File: src/hba_config.svh
`ifndef HBA_CONFIG_SVH
`define HBA_CONFIG_SVH

// uart bit time in clocks, kept short for simulation
// a 50 MHz board clock at 115200 baud needs about 434 here
`define HBA_BAUD_DIV          8

// cycles the system reset stays up after the board reset drops
`define HBA_RESET_HOLD        10

// peripheral slot numbers on the bus, slot 0 is the bridge itself
`define HBA_SLOT_BASICIO      1
`define HBA_SLOT_SONAR        2

`define HBA_BUTTON_COUNT      2   // button pins on the basic io slot

`define HBA_SONAR_CHANNELS    2
`define HBA_SONAR_TRIG_CYCLES 10  // trigger pulse width
`define HBA_SONAR_TICK_CYCLES 4   // clocks per echo width unit

`endif

File: src/hba_pkg.sv
package hba_pkg;

    // one word on the peripheral data bus
    typedef logic [7:0] hba_data_t;

    // peripheral slot and register index within a slot
    typedef logic [2:0] hba_slot_t;
    typedef logic [3:0] hba_reg_t;

    // serial command byte from the host
    // msb first: rd flag, slot, register
    // rd = 0 means one data byte follows and gets written
    // rd = 1 means the bridge replies with one byte
    typedef struct packed {
        logic      rd;
        hba_slot_t slot;
        hba_reg_t  reg_idx;
    } hba_cmd_t;

endpackage

File: src/hba_serial_bridge.sv
`timescale 1ns/1ns
`include "hba_config.svh"

module hba_serial_bridge (
    input  logic               clk,
    input  logic               reset,
    input  logic               rxd,        // from host, idle high
    output logic               txd,        // to host, idle high
    input  hba_pkg::hba_data_t bus_rdata,  // or of all slot rdata
    output hba_pkg::hba_slot_t bus_slot,
    output hba_pkg::hba_reg_t  bus_reg,
    output hba_pkg::hba_data_t bus_wdata,
    output logic               bus_wr,     // one cycle strobe
    output logic               bus_rd      // one cycle strobe
);
    import hba_pkg::*;

    localparam int BAUD_DIV = `HBA_BAUD_DIV;
    localparam int TMR_W    = $clog2(BAUD_DIV + 1);

    // receiver states
    localparam logic [1:0] RX_IDLE  = 2'd0;
    localparam logic [1:0] RX_START = 2'd1;
    localparam logic [1:0] RX_DATA  = 2'd2;
    localparam logic [1:0] RX_STOP  = 2'd3;

    // command parser states
    localparam logic [2:0] BR_CMD   = 3'd0;  // wait for command byte
    localparam logic [2:0] BR_DATA  = 3'd1;  // wait for write data byte
    localparam logic [2:0] BR_RD1   = 3'd2;  // bus_rd high
    localparam logic [2:0] BR_RD2   = 3'd3;  // slot drives rdata
    localparam logic [2:0] BR_REPLY = 3'd4;  // reply byte on txd

    logic             rxd_meta;
    logic             rxd_sync;
    logic [1:0]       rx_state;
    logic [TMR_W-1:0] rx_timer;
    logic [2:0]       rx_bit;
    hba_data_t        rx_shift;
    logic             rx_done;
    hba_cmd_t         rx_cmd;

    logic [2:0]       br_state;

    logic             tx_start;
    hba_data_t        tx_byte;
    logic             tx_busy;
    logic [TMR_W-1:0] tx_timer;
    logic [3:0]       tx_bits;
    logic [8:0]       tx_shift;   // data then stop bit

    // stop bit sampled high at mid-bit, frame is good
    assign rx_done = (rx_state == RX_STOP) && (rx_timer == '0) && rxd_sync;
    assign rx_cmd  = hba_cmd_t'(rx_shift);

    always_ff @(posedge clk) begin
        if (reset) begin
            rxd_meta <= 1'b1;
            rxd_sync <= 1'b1;
            rx_state <= RX_IDLE;
            rx_timer <= '0;
            rx_bit   <= '0;
        end else begin
            rxd_meta <= rxd;
            rxd_sync <= rxd_meta;
            if (rx_state != RX_IDLE && rx_timer != '0) begin
                rx_timer <= rx_timer - 1'b1;
            end else begin
                case (rx_state)
                    RX_IDLE: if (!rxd_sync) begin
                        rx_state <= RX_START;
                        rx_timer <= TMR_W'(BAUD_DIV / 2 - 1);  // go to mid-bit
                    end
                    RX_START: begin
                        // glitch shorter than half a bit goes back to idle
                        rx_state <= rxd_sync ? RX_IDLE : RX_DATA;
                        rx_timer <= TMR_W'(BAUD_DIV - 1);
                        rx_bit   <= '0;
                    end
                    RX_DATA: begin
                        rx_timer <= TMR_W'(BAUD_DIV - 1);
                        rx_bit   <= rx_bit + 1'b1;
                        if (rx_bit == 3'd7)
                            rx_state <= RX_STOP;
                    end
                    default: rx_state <= RX_IDLE;  // stop bit done
                endcase
            end
        end
    end

    // lsb arrives first
    always_ff @(posedge clk) begin
        if (rx_state == RX_DATA && rx_timer == '0)
            rx_shift <= {rxd_sync, rx_shift[7:1]};
    end

    always_ff @(posedge clk) begin
        if (reset) begin
            br_state <= BR_CMD;
            bus_wr   <= 1'b0;
            bus_rd   <= 1'b0;
            tx_start <= 1'b0;
        end else begin
            bus_wr   <= 1'b0;
            bus_rd   <= 1'b0;
            tx_start <= 1'b0;
            case (br_state)
                BR_CMD: if (rx_done) begin
                    bus_rd   <= rx_cmd.rd;
                    br_state <= rx_cmd.rd ? BR_RD1 : BR_DATA;
                end
                BR_DATA: if (rx_done) begin
                    bus_wr   <= 1'b1;
                    br_state <= BR_CMD;
                end
                BR_RD1: br_state <= BR_RD2;
                BR_RD2: begin
                    tx_start <= 1'b1;   // bus_rdata valid now
                    br_state <= BR_REPLY;
                end
                default: if (!tx_busy && !tx_start)
                    br_state <= BR_CMD;  // bytes during reply are dropped
            endcase
        end
    end

    // address and payload, no reset needed
    always_ff @(posedge clk) begin
        if (br_state == BR_CMD && rx_done) begin
            bus_slot <= rx_cmd.slot;
            bus_reg  <= rx_cmd.reg_idx;
        end
        if (br_state == BR_DATA && rx_done)
            bus_wdata <= rx_shift;
        if (br_state == BR_RD2)
            tx_byte <= bus_rdata;
    end

    always_ff @(posedge clk) begin
        if (reset) begin
            txd      <= 1'b1;
            tx_busy  <= 1'b0;
            tx_timer <= '0;
            tx_bits  <= '0;
        end else if (!tx_busy) begin
            if (tx_start) begin
                txd      <= 1'b0;        // start bit
                tx_busy  <= 1'b1;
                tx_timer <= TMR_W'(BAUD_DIV - 1);
                tx_bits  <= 4'd9;        // 8 data + stop
            end
        end else if (tx_timer != '0) begin
            tx_timer <= tx_timer - 1'b1;
        end else if (tx_bits != '0) begin
            txd      <= tx_shift[0];
            tx_timer <= TMR_W'(BAUD_DIV - 1);
            tx_bits  <= tx_bits - 1'b1;
        end else begin
            tx_busy  <= 1'b0;            // stop bit fully sent
        end
    end

    always_ff @(posedge clk) begin
        if (!tx_busy && tx_start)
            tx_shift <= {1'b1, tx_byte};
        else if (tx_busy && tx_timer == '0 && tx_bits != '0)
            tx_shift <= {1'b1, tx_shift[8:1]};
    end

endmodule

File: src/hba_basicio.sv
`timescale 1ns/1ns
`include "hba_config.svh"

module hba_basicio (
    input  logic                         clk,
    input  logic                         reset,
    input  hba_pkg::hba_slot_t           bus_slot,
    input  hba_pkg::hba_reg_t            bus_reg,
    input  hba_pkg::hba_data_t           bus_wdata,
    input  logic                         bus_wr,
    input  logic                         bus_rd,
    input  logic [`HBA_BUTTON_COUNT-1:0] button,        // async pins
    output hba_pkg::hba_data_t           rdata,
    output hba_pkg::hba_data_t           led,
    output logic                         basicio_intr   // level, pending flag
);
    import hba_pkg::*;

    logic                         sel;
    logic [`HBA_BUTTON_COUNT-1:0] btn_meta;
    logic [`HBA_BUTTON_COUNT-1:0] btn_sync;
    logic [`HBA_BUTTON_COUNT-1:0] btn_prev;   // for change detect
    logic                         pending;

    assign sel          = (bus_slot == hba_slot_t'(`HBA_SLOT_BASICIO));
    assign basicio_intr = pending;

    always_ff @(posedge clk) begin
        if (reset) begin
            led      <= '0;
            btn_meta <= '0;
            btn_sync <= '0;
            btn_prev <= '0;
            pending  <= 1'b0;
        end else begin
            btn_meta <= button;
            btn_sync <= btn_meta;
            btn_prev <= btn_sync;
            if (sel && bus_wr && bus_reg == hba_reg_t'(0))
                led <= bus_wdata;
            // a new change wins over a clear in the same cycle
            if (btn_sync != btn_prev)
                pending <= 1'b1;
            else if (sel && bus_wr && bus_reg == hba_reg_t'(2))
                pending <= 1'b0;  // any write value clears
        end
    end

    // read data one cycle after bus_rd, zero otherwise
    always_ff @(posedge clk) begin
        rdata <= '0;
        if (sel && bus_rd) begin
            case (bus_reg)
                hba_reg_t'(0): rdata <= led;
                hba_reg_t'(1): rdata <= hba_data_t'(btn_sync);
                hba_reg_t'(2): rdata <= hba_data_t'(pending);
                default:       rdata <= '0;  // unmapped
            endcase
        end
    end

endmodule

File: src/hba_sonar.sv
`timescale 1ns/1ns
`include "hba_config.svh"

module hba_sonar (
    input  logic                           clk,
    input  logic                           reset,
    input  hba_pkg::hba_slot_t             bus_slot,
    input  hba_pkg::hba_reg_t              bus_reg,
    input  hba_pkg::hba_data_t             bus_wdata,
    input  logic                           bus_wr,
    input  logic                           bus_rd,
    input  logic [`HBA_SONAR_CHANNELS-1:0] sonar_echo,
    output hba_pkg::hba_data_t             rdata,
    output logic [`HBA_SONAR_CHANNELS-1:0] sonar_trig,
    output logic                           sonar_intr   // or of done flags
);
    import hba_pkg::*;

    localparam int CH     = `HBA_SONAR_CHANNELS;
    localparam int TRIG_W = $clog2(`HBA_SONAR_TRIG_CYCLES + 1);
    localparam int TICK_W = $clog2(`HBA_SONAR_TICK_CYCLES + 1);

    // per channel states
    localparam logic [1:0] ST_IDLE = 2'd0;
    localparam logic [1:0] ST_TRIG = 2'd1;  // trigger pulse out
    localparam logic [1:0] ST_WAIT = 2'd2;  // waiting for echo rise
    localparam logic [1:0] ST_MEAS = 2'd3;  // echo high, counting

    logic              sel;
    logic              trig_wr;
    logic              done_wr;
    logic [CH-1:0]     echo_meta;
    logic [CH-1:0]     echo_sync;
    logic [1:0]        ch_state [CH];
    logic [TRIG_W-1:0] trig_cnt [CH];
    logic [TICK_W-1:0] presc    [CH];  // tick prescaler
    hba_data_t         count    [CH];  // live width, saturating
    hba_data_t         width    [CH];  // last finished width
    logic [CH-1:0]     done;
    logic [CH-1:0]     busy;

    assign sel        = (bus_slot == hba_slot_t'(`HBA_SLOT_SONAR));
    assign trig_wr    = sel && bus_wr && (bus_reg == hba_reg_t'(0));
    assign done_wr    = sel && bus_wr && (bus_reg == hba_reg_t'(1));
    assign sonar_intr = |done;

    always_comb begin
        for (int i = 0; i < CH; i++)
            busy[i] = (ch_state[i] != ST_IDLE);
    end

    always_ff @(posedge clk) begin
        if (reset) begin
            echo_meta  <= '0;
            echo_sync  <= '0;
            sonar_trig <= '0;
            done       <= '0;
            for (int i = 0; i < CH; i++) begin
                ch_state[i] <= ST_IDLE;
                trig_cnt[i] <= '0;
            end
        end else begin
            echo_meta <= sonar_echo;
            echo_sync <= echo_meta;
            for (int i = 0; i < CH; i++) begin
                case (ch_state[i])
                    ST_IDLE: if (trig_wr && bus_wdata[i]) begin
                        ch_state[i]   <= ST_TRIG;
                        sonar_trig[i] <= 1'b1;
                        trig_cnt[i]   <= TRIG_W'(`HBA_SONAR_TRIG_CYCLES - 1);
                    end
                    ST_TRIG: if (trig_cnt[i] == '0) begin
                        sonar_trig[i] <= 1'b0;
                        ch_state[i]   <= ST_WAIT;
                    end else begin
                        trig_cnt[i] <= trig_cnt[i] - 1'b1;
                    end
                    ST_WAIT: if (echo_sync[i])
                        ch_state[i] <= ST_MEAS;
                    default: if (!echo_sync[i])
                        ch_state[i] <= ST_IDLE;  // echo fell
                endcase
                // falling edge sets done, clear needs a 1 in that bit
                if (ch_state[i] == ST_MEAS && !echo_sync[i])
                    done[i] <= 1'b1;
                else if (done_wr && bus_wdata[i])
                    done[i] <= 1'b0;
            end
        end
    end

    // width datapath
    always_ff @(posedge clk) begin
        for (int i = 0; i < CH; i++) begin
            if (ch_state[i] == ST_WAIT && echo_sync[i]) begin
                count[i] <= '0;
                presc[i] <= TICK_W'(1);  // first high cycle counts
            end else if (ch_state[i] == ST_MEAS) begin
                if (!echo_sync[i]) begin
                    width[i] <= count[i];
                end else if (presc[i] == TICK_W'(`HBA_SONAR_TICK_CYCLES - 1)) begin
                    presc[i] <= '0;
                    if (count[i] != 8'hff)
                        count[i] <= count[i] + 1'b1;  // stop at 255
                end else begin
                    presc[i] <= presc[i] + 1'b1;
                end
            end
        end
    end

    // read mux, widths sit at reg 2 upward
    always_ff @(posedge clk) begin
        rdata <= '0;
        if (sel && bus_rd) begin
            if (bus_reg == hba_reg_t'(0))
                rdata <= hba_data_t'(busy);  // channels in flight
            if (bus_reg == hba_reg_t'(1))
                rdata <= hba_data_t'(done);
            for (int i = 0; i < CH; i++) begin
                if (bus_reg == hba_reg_t'(i + 2))
                    rdata <= width[i];
            end
        end
    end

endmodule

File: src/hba_system.sv
`timescale 1ns/1ns
`include "hba_config.svh"

module hba_system (
    input  logic                           clk,
    input  logic                           reset,
    input  logic                           rxd,
    input  logic [`HBA_BUTTON_COUNT-1:0]   button,
    input  logic [`HBA_SONAR_CHANNELS-1:0] sonar_echo,
    output logic                           txd,
    output logic                           intr,       // any slot pending
    output hba_pkg::hba_data_t             led,
    output logic [`HBA_SONAR_CHANNELS-1:0] sonar_trig
);
    import hba_pkg::*;

    // shared peripheral bus
    hba_slot_t bus_slot;
    hba_reg_t  bus_reg;
    hba_data_t bus_wdata;
    logic      bus_wr;
    logic      bus_rd;
    hba_data_t bus_rdata;

    hba_data_t basicio_rdata;   // zero unless slot 1 is read
    hba_data_t sonar_rdata;     // zero unless slot 2 is read
    logic      basicio_intr;
    logic      sonar_intr;

    // unselected slots drive zero so a plain or is enough
    assign bus_rdata = basicio_rdata | sonar_rdata;
    assign intr      = basicio_intr | sonar_intr;

    hba_serial_bridge u_bridge (
        .clk       (clk),
        .reset     (reset),
        .rxd       (rxd),
        .txd       (txd),
        .bus_rdata (bus_rdata),
        .bus_slot  (bus_slot),
        .bus_reg   (bus_reg),
        .bus_wdata (bus_wdata),
        .bus_wr    (bus_wr),
        .bus_rd    (bus_rd)
    );

    hba_basicio u_basicio (
        .clk          (clk),
        .reset        (reset),
        .bus_slot     (bus_slot),
        .bus_reg      (bus_reg),
        .bus_wdata    (bus_wdata),
        .bus_wr       (bus_wr),
        .bus_rd       (bus_rd),
        .button       (button),
        .rdata        (basicio_rdata),
        .led          (led),
        .basicio_intr (basicio_intr)
    );

    hba_sonar u_sonar (
        .clk        (clk),
        .reset      (reset),
        .bus_slot   (bus_slot),
        .bus_reg    (bus_reg),
        .bus_wdata  (bus_wdata),
        .bus_wr     (bus_wr),
        .bus_rd     (bus_rd),
        .sonar_echo (sonar_echo),
        .rdata      (sonar_rdata),
        .sonar_trig (sonar_trig),
        .sonar_intr (sonar_intr)
    );

endmodule

File: src/board_top.sv
`timescale 1ns/1ns
`include "hba_config.svh"

module board_top (
    input  logic                           clk,        // board oscillator, no pll
    input  logic                           reset,      // board reset pin
    input  logic                           rxd,
    input  logic [`HBA_BUTTON_COUNT-1:0]   button,
    input  logic [`HBA_SONAR_CHANNELS-1:0] sonar_echo,
    output logic                           txd,
    output logic                           intr,
    output hba_pkg::hba_data_t             led,
    output logic [`HBA_SONAR_CHANNELS-1:0] sonar_trig
);
    localparam int HOLD   = `HBA_RESET_HOLD;
    localparam int HOLD_W = $clog2(HOLD + 1);

    logic [HOLD_W-1:0] hold_cnt;
    logic              sys_reset;

    // stretch reset so every block sees a clean multi-cycle reset
    always_ff @(posedge clk) begin
        if (reset) begin
            hold_cnt  <= '0;
            sys_reset <= 1'b1;
        end else if (hold_cnt != HOLD_W'(HOLD - 1)) begin
            hold_cnt  <= hold_cnt + 1'b1;
            sys_reset <= 1'b1;
        end else begin
            sys_reset <= 1'b0;  // counter parks here
        end
    end

    hba_system u_hba_system (
        .clk        (clk),
        .reset      (sys_reset),
        .rxd        (rxd),
        .button     (button),      // button pins in slot order
        .sonar_echo (sonar_echo),
        .txd        (txd),
        .intr       (intr),
        .led        (led),
        .sonar_trig (sonar_trig)
    );

endmodule

File: config.mk
export PLATFORM = sky130hd
export DESIGN_NAME = board_top
export DESIGN_NICKNAME = d
export VERILOG_FILES = /design/src/hba_pkg.sv /design/src/hba_serial_bridge.sv /design/src/hba_basicio.sv /design/src/hba_sonar.sv /design/src/hba_system.sv /design/src/board_top.sv
export VERILOG_INCLUDE_DIRS = /design/src
export SDC_FILE = /design/constraint.sdc
export NUM_CORES = 1
export LEC_CHECK = 0
export CAP_MARGIN = 25
export CORE_ASPECT_RATIO = 1.75
export CORE_MARGIN = 2
export CORE_UTILIZATION = 43
export CTS_BUF_LIST = sky130_fd_sc_hd__clkbuf_4
export DETAILED_ROUTE_END_ITERATION = 10
export DONT_BUFFER_PORTS = 1
export PLACE_DENSITY = 0.64
export SLEW_MARGIN = 10
export SYNTH_ARGS = -nofsm -noshare
export SYNTH_HDL_FRONTEND = slang
export SYNTH_SLANG_ARGS = --single-unit
File: constraint.sdc
create_clock -name clk -period 2.2 [get_ports clk]
set_clock_uncertainty 0.15 [all_clocks]
set_input_delay 0.33 -clock clk [delete_from_list [all_inputs] [get_ports clk]]
set_output_delay 0.33 -clock clk [all_outputs]
set_load 0.01 [all_outputs]
==> results of run 1 <==
Yosys cell counts, types with 8 or more instances:
library cell,count,area (sq um)
sky130_fd_sc_hd__nor3_1,16,80.1
sky130_fd_sc_hd__a22oi_1,8,60.1
sky130_fd_sc_hd__a21oi_1,22,110
sky130_fd_sc_hd__nand3b_1,9,67.6
sky130_fd_sc_hd__nand2b_1,8,50.1
sky130_fd_sc_hd__nand2_1,53,199
sky130_fd_sc_hd__nor2b_1,21,131
sky130_fd_sc_hd__ha_1,20,250
sky130_fd_sc_hd__nor2_1,63,236
sky130_fd_sc_hd__nand3_1,15,75.1
sky130_fd_sc_hd__clkbuf_1,8,30.0
sky130_fd_sc_hd__or2_2,13,81.3
sky130_fd_sc_hd__edfxtp_1,89,2670
sky130_fd_sc_hd__mux2i_1,12,120
sky130_fd_sc_hd__xnor2_1,11,96.3
sky130_fd_sc_hd__inv_1,24,90.1
sky130_fd_sc_hd__xor2_1,13,114
sky130_fd_sc_hd__dfxtp_1,71,1420
path summary, 6_finish.rpt:
kind              depth (start not counted)  slack [ps]                         startpoint                                 to
hold / removal                            1         280     u_hba_system.u_bridge.rxd_meta     u_hba_system.u_bridge.rxd_sync
setup reg to reg                          6         120  u_hba_system.u_bridge.rx_state[0]  u_hba_system.u_bridge.rx_state[0]
setup / recovery                          6         120  u_hba_system.u_bridge.rx_state[0]  u_hba_system.u_bridge.rx_state[0]
hold reg to reg                           1         280     u_hba_system.u_bridge.rxd_meta     u_hba_system.u_bridge.rxd_sync
per-stage QoR:
stage	util	power, uW	area [sq um]
3_5_place_dp	0.453	3210	6910
5_1_grt	0.477	5060	7260
4_1_cts	0.476	4940	7260
3_3_place_gp	0.453	3210	6910
6_report	0.477	4870	7260
2_1_floorplan	-	3210	6660
layout make-up:
cell class | count | area, sq um | share of cell area
clock buffers | 20 | 150 | 0.0207
flip-flops and latches | 160 | 4100 | 0.564
clock inverters | 12 | 135 | 0.0186
well taps | 186 | 233 | 0.0320
diodes | 1 | 2.50 | 0.000345
repair buffers | 18 | 150 | 0.0207
multi-input cells | 373 | 2410 | 0.331
inverters | 24 | 90.1 | 0.0124
cells by family (layout without fill, tap and decap cells):
group | after synthesis | after routing | synth area share
compound gates | 68 | 68 | 0.0693
xor+xnor | 24 | 24 | 0.0316
fa+ha+maj | 20 | 20 | 0.0376
buf+inv | 41 | 74 | 0.0246
flops | 160 | 160 | 0.615
mux | 14 | 14 | 0.0214
other cells | 0 | 1 | 0
simple gates | 247 | 247 | 0.201
what timing repair did:
| action | in CTS | in global routing |
|---|---|---|
| hold endpoints to repair | 10 | 0 |
| hold buffers | 6 | 0 |
| resized for setup | 0 | 1 |
| endpoints found under the setup margin | 0 | 7 |
power groups by stage:
stage / clock network (uW) / logic (uW) / registers, uW
5_1_grt: 1900 / 26.1 / 3130
4_1_cts: 1780 / 23.6 / 3130
6_report: 1720 / 23.4 / 3130
3_3_place_gp: 0 / 12.7 / 3200
3_5_place_dp: 0 / 14.2 / 3200
2_1_floorplan: 0 / 11.6 / 3200
worst reg2reg max path, stage by stage (launching register included):
cell                      delay (ps)
sky130_fd_sc_hd__dfxtp_1         430
sky130_fd_sc_hd__inv_1            90
sky130_fd_sc_hd__ha_1            320
sky130_fd_sc_hd__or4b_1          550
sky130_fd_sc_hd__a21oi_1         220
sky130_fd_sc_hd__nor2_1           60
sky130_fd_sc_hd__nor3_1          180
layout by cell type, fill, tap and decap left out, types with 13 or more instances in the layout:
cell type	instances
sky130_fd_sc_hd__or2_2	13
sky130_fd_sc_hd__nor2_1	63
sky130_fd_sc_hd__nand3_1	15
sky130_fd_sc_hd__dfxtp_1	70
sky130_fd_sc_hd__nand2_1	53
sky130_fd_sc_hd__nor2b_1	21
sky130_fd_sc_hd__xor2_1	13
sky130_fd_sc_hd__ha_1	20
sky130_fd_sc_hd__inv_1	24
sky130_fd_sc_hd__nor3_1	16
sky130_fd_sc_hd__edfxtp_1	89
sky130_fd_sc_hd__a21oi_1	22
sky130_fd_sc_hd__clkbuf_4	20
routing by layer:
metal	vias up	part of all wire	track usage
met1	2039	0.38	0.155
met5	-	0	0
met3	30	0.032	0.0363
met2	97	0.56	0.303
met4	0	0.028	0.0682
li1	2091	-	-
==> flow_metrics.env, run 1 <==
export IMPL_antenna_violations_before_repair=1
export IMPL_grt_setup_unrepaired="false"
export IMPL_cts_root_buf="sky130_fd_sc_hd__clkbuf_4"
export IMPL_timing_hold_worst_class="register to register"
export IMPL_start_util=0.437
export IMPL_wire_per_inst_microns=15.6
export IMPL_finalNetCount=621
export IMPL_grt_pass1_vias=4236
export IMPL_layout_worst_path_cycle_share=0.945
export IMPL_grt_start_max_net_pins=41
export IMPL_timing_final_hold_violations=0
export IMPL_ys_dominant_reg_cell="sky130_fd_sc_hd__edfxtp_1"
export IMPL_area_growth_pct=9.06
export IMPL_yosys_warnings=0
export IMPL_sw_frac_of_total=0.208
export IMPL_synth_ff_latch_count=160
export IMPL_io_buffer_count=0
export IMPL_cts_sinks=160
export IMPL_detailedRoute_firstPassIterationCount=5
export IMPL_number_of_distinct_library_cells_after_synthesis=64
export IMPL_power_sequential_fraction=0.643
export IMPL_layout_min_cycle_time_ps=2080
export IMPL_synthesis_instances=574
export IMPL_cts_setup_buffers=0
export IMPL_drive_gt1_frac=0.115
export IMPL_synthesized_cell_area_sq_mm=0.00666
export IMPL_placed_cells_incl_taps=755
export IMPL_share_comb_of_total_power=0.005
export IMPL_ir_worst_vdd_v=0.000285
export IMPL_ys_seq_area_frac=0.615
export IMPL_nFillCells=1410
export IMPL_cp_buffers_inverters=1
export IMPL_power_density_mw_per_mm2=670
export IMPL_die_span_y_microns=169
export IMPL_crit_family="simple AND/OR/NAND/NOR gates"
export IMPL_power_internal_uw=3860
export IMPL_timing_max_slew_rel_slack=0.593
export IMPL_clk_pin_slew_worst_paths_ps=130
export IMPL_tns_ps=0
export IMPL_max_clock_freq_mhz=481
export IMPL_drt_antenna_violating_nets=0
export IMPL_critical_path_endpoint_type="register"
export IMPL_dr_first_iter_drc_count=262
export IMPL_ios=19
export IMPL_groute_usage_overall=0.157
export IMPL_clock_latency_ps=530
export IMPL_inserted_clock_buffers=17
export IMPL_fin_cells=794
export IMPL_syn_num_nets=601
export IMPL_share_clk_of_total_power=0.352
export IMPL_status="completed"
export IMPL_dpl_hpwl_mm=9.10
export IMPL_postSynthAreaPerCell_sq_um=11.6
export IMPL_dieArea_sq_mm=0.0165
export IMPL_placement_setup_worst_slack_ps=151
export IMPL_clk_path_buf_depth=2
export IMPL_arrival_time_worst_endpoint_ps=2390
export IMPL_static_leakage_power_uw=0.00265
export IMPL_core_area_sq_mm=0.0152
export IMPL_cts_tree="built"
export IMPL_hold_slack_ps=285
export IMPL_detail_route_vias_per_cell=5.36
export IMPL_startpoint_type="register"
export IMPL_num_rows=60
export IMPL_place_gp_congestion=0.852
export IMPL_critical_path_peak_fanout=10
export IMPL_proportion_of_register_bits_with_asynchronous_set_or_reset_after_synthesis=0
export IMPL_cpMaxStageDelayCell="sky130_fd_sc_hd__or4b_1"
export IMPL_slowest_delay_ps=550
export IMPL_grt_pass1_wl_mm=20.3
export IMPL_timing_critical_path_required_ps=2510
export IMPL_worstPathCellList="inv_1 -> ha_1 -> or4b_1 -> a21oi_1 -> nor2_1 -> nor3_1"
export IMPL_timing_final_ws_setup_ps=121
export IMPL_worst_pin_slew_ps=610
export IMPL_final_max_slew_viol_count=0
export IMPL_routed_wirelength_mm=12.4
export IMPL_setup_worst_path_class="register to register"
export IMPL_timing_max_cap_violations=0
export IMPL_die_width_microns=98.1
export IMPL_route_detailed_drc=0
export IMPL_switching_power_uw=1010
export IMPL_via_count=4257
export IMPL_grt_overflow_total=0
export IMPL_h_tree_lvl_count=4
export IMPL_synth_edff_count=89
export IMPL_layout_top_registers="u_hba_system.u_sonar.count (16), u_hba_system.u_sonar.width (16)"
export IMPL_setup_violations_final=0
Power figures use the tool's default switching activity.
==> inputs of run 2 (changes only) <==
--- a/config.mk
+++ b/config.mk
@@ -13,7 +13,6 @@
 export CTS_BUF_LIST = sky130_fd_sc_hd__clkbuf_4
 export DETAILED_ROUTE_END_ITERATION = 10
 export DONT_BUFFER_PORTS = 1
-export PLACE_DENSITY = 0.64
 export SLEW_MARGIN = 10
 export SYNTH_ARGS = -nofsm -noshare
 export SYNTH_HDL_FRONTEND = slang
==> run 2 against run 1 <==
Compared with the run above: clock power up 8%; sequential power about the same; die area unchanged; global-route usage up 1.1 points; critical path depth unchanged; via count down 1.2%; critical path type unchanged; highest routed layer unchanged.
==> flow_metrics.env, run 2 (same netlist as run 1, synthesis figures left out) <==
export IMPL_switching_power_uw=1220
export IMPL_grt_pass1_wl_mm=21.9
export IMPL_tns_ps=0
export IMPL_critical_path_endpoint_type="register"
export IMPL_power_internal_uw=3780
export IMPL_route_detailed_drc=0
export IMPL_worst_pin_slew_ps=660
export IMPL_dr_first_iter_drc_count=195
export IMPL_final_max_slew_viol_count=0
export IMPL_area_growth_pct=9.69
export IMPL_layout_worst_path_cycle_share=0.912
export IMPL_static_leakage_power_uw=0.00268
export IMPL_grt_overflow_total=0
export IMPL_setup_violations_final=0
export IMPL_hold_slack_ps=269
export IMPL_cts_root_buf="sky130_fd_sc_hd__clkbuf_4"
export IMPL_dieArea_sq_mm=0.0165
export IMPL_start_util=0.437
export IMPL_setup_worst_path_class="register to register"
export IMPL_core_area_sq_mm=0.0152
export IMPL_worst_r2r_setup_slack_ps=190
export IMPL_layout_commonest_cell="sky130_fd_sc_hd__edfxtp_1"
export IMPL_max_clock_freq_mhz=498
export IMPL_groute_usage_overall=0.168
export IMPL_timing_critical_path_required_ps=2490
export IMPL_cpMaxStageDelayCell="sky130_fd_sc_hd__or4b_1"
export IMPL_share_comb_of_total_power=0.005
export IMPL_detail_route_vias_per_cell=5.29
export IMPL_timing_final_hold_violations=0
export IMPL_grt_pass1_vias=4426
export IMPL_drive_gt1_frac=0.118
export IMPL_layout_min_cycle_time_ps=2010
export IMPL_timing_hold_worst_class="input pin to register"
export IMPL_crit_family="simple AND/OR/NAND/NOR gates"
export IMPL_cp_buffers_inverters=1
export IMPL_sw_frac_of_total=0.244
export IMPL_wire_per_inst_microns=16.4
export IMPL_antenna_violations_before_repair=1
export IMPL_layout_top_registers="u_hba_system.u_sonar.count (16), u_hba_system.u_sonar.width (16)"
export IMPL_worstPathCellList="inv_1 -> ha_1 -> or4b_1 -> o21ai_1 -> mux2_2 -> nor2_1"
export IMPL_ir_worst_vdd_v=0.000378
export IMPL_place_gp_congestion=0.783
export IMPL_final_util=0.479
export IMPL_cts_sinks=160
export IMPL_arrival_time_worst_endpoint_ps=2300
export IMPL_totalPowerFinal_uw=5000
export IMPL_die_span_y_microns=169
export IMPL_critical_path_peak_fanout=10
export IMPL_dpl_hpwl_mm=9.77
export IMPL_grt_start_max_net_pins=30
export IMPL_status="completed"
export IMPL_via_count=4207
export IMPL_clk_path_buf_depth=2
export IMPL_most_common_layout_cells="89 x sky130_fd_sc_hd__edfxtp_1, 70 x sky130_fd_sc_hd__dfxtp_1, 63 x sky130_fd_sc_hd__nor2_1, 52 x sky130_fd_sc_hd__nand2_1, 24 x sky130_fd_sc_hd__inv_1"
export IMPL_drt_antenna_violating_nets=0
export IMPL_slowest_delay_ps=550
export IMPL_timing_max_cap_violations=0
export IMPL_nFillCells=1405
export IMPL_num_rows=60
export IMPL_power_density_mw_per_mm2=684
export IMPL_finalNetCount=623
export IMPL_h_tree_lvl_count=4
export IMPL_clk_pin_slew_worst_paths_ps=160
export IMPL_cts_tree="built"
export IMPL_startpoint_type="register"
export IMPL_grt_setup_unrepaired="false"
export IMPL_inserted_clock_buffers=17
export IMPL_timing_max_slew_rel_slack=0.559
export IMPL_detailedRoute_firstPassIterationCount=4
export IMPL_die_width_microns=98.1
export IMPL_routed_wirelength_mm=13.1
export IMPL_io_buffer_count=0
export IMPL_share_clk_of_total_power=0.369
export IMPL_cts_setup_buffers=0
export IMPL_power_sequential_fraction=0.626
export IMPL_ios=19
export IMPL_clock_latency_ps=550
==> run 2: cell count changes in the layout (fill, tap and decap cells not counted), sizes merged <==
| cell | before | now |
|---|---|---|
| buf | 12 | 14 |
| bufinv | 2 | 1 |
| clkbuf | 20 | 17 |
| clkinv | 4 | 7 |
| clkinvlp | 4 | 0 |
| inv | 26 | 31 |
==> run 2: path summary, 6_finish.rpt <==
kind	start	end	cells after the start
hold reg to reg	u_hba_system.u_bridge.rxd_meta	u_hba_system.u_bridge.rxd_sync	1
hold / removal	sonar_echo[0]	u_hba_system.u_sonar.echo_meta[0]	2
setup reg to reg	u_hba_system.u_bridge.rx_state[0]	u_hba_system.u_bridge.rx_timer[0]	6
setup / recovery	u_hba_system.u_bridge.rx_state[0]	u_hba_system.u_bridge.rx_timer[0]	6
==> run 2: stage by stage <==
stage	setup slack, ps	std cells	area, sq um
final	193	796	7310
after global routing	40.3	796	7310
after CTS	109	795	7300
after detailed placement	128	757	6930
after global placement	204	757	6930
after floorplan	117	574	6660
==> run 2: layer usage <==
layer / wire length (microns) / GRT usage / vias to the layer above
met4: 366 / 0.0688 / 0
li1: - / - / 2098
met5: 0 / 0 / -
met1: 4720 / 0.160 / 2033
met3: 294 / 0.0363 / 27
met2: 7710 / 0.337 / 49
==> run 2: final cells by class <==
class                   instances  area (sq um)  area share
clock inverters                15           188      0.0257
multi-input cells             373          2400       0.329
well taps                     186           233      0.0319
inverters                      24          90.1      0.0123
repair buffers                 20           165      0.0226
clock buffers                  17           128      0.0175
flip-flops and latches        160          4100       0.561
diodes                          1          2.50    0.000343
==> run 2: what timing repair did <==
item                       4_1_cts  5_1_grt
setup endpoints to repair        0        1
hold buffers                     6        0
gates resized for setup          0        1
hold endpoints to repair        10        0
==> run 2: power by group through the flow <==
stage	Combinational (uW)	Clock, uW	Sequential [uW]
after floorplan	11.6	0	3200
after global placement	12.7	0	3200
after detailed placement	14.0	0	3200
after CTS	23.5	1910	3130
after global routing	26.7	2030	3130
final	22.8	1850	3130
==> run 2: worst register-to-register path, cell delays in order, from the launching register on <==
cell	delay, ps
sky130_fd_sc_hd__dfxtp_1	420
sky130_fd_sc_hd__inv_1	90
sky130_fd_sc_hd__ha_1	300
sky130_fd_sc_hd__or4b_1	550
sky130_fd_sc_hd__o21ai_1	190
sky130_fd_sc_hd__mux2_2	170
sky130_fd_sc_hd__nor2_1	30
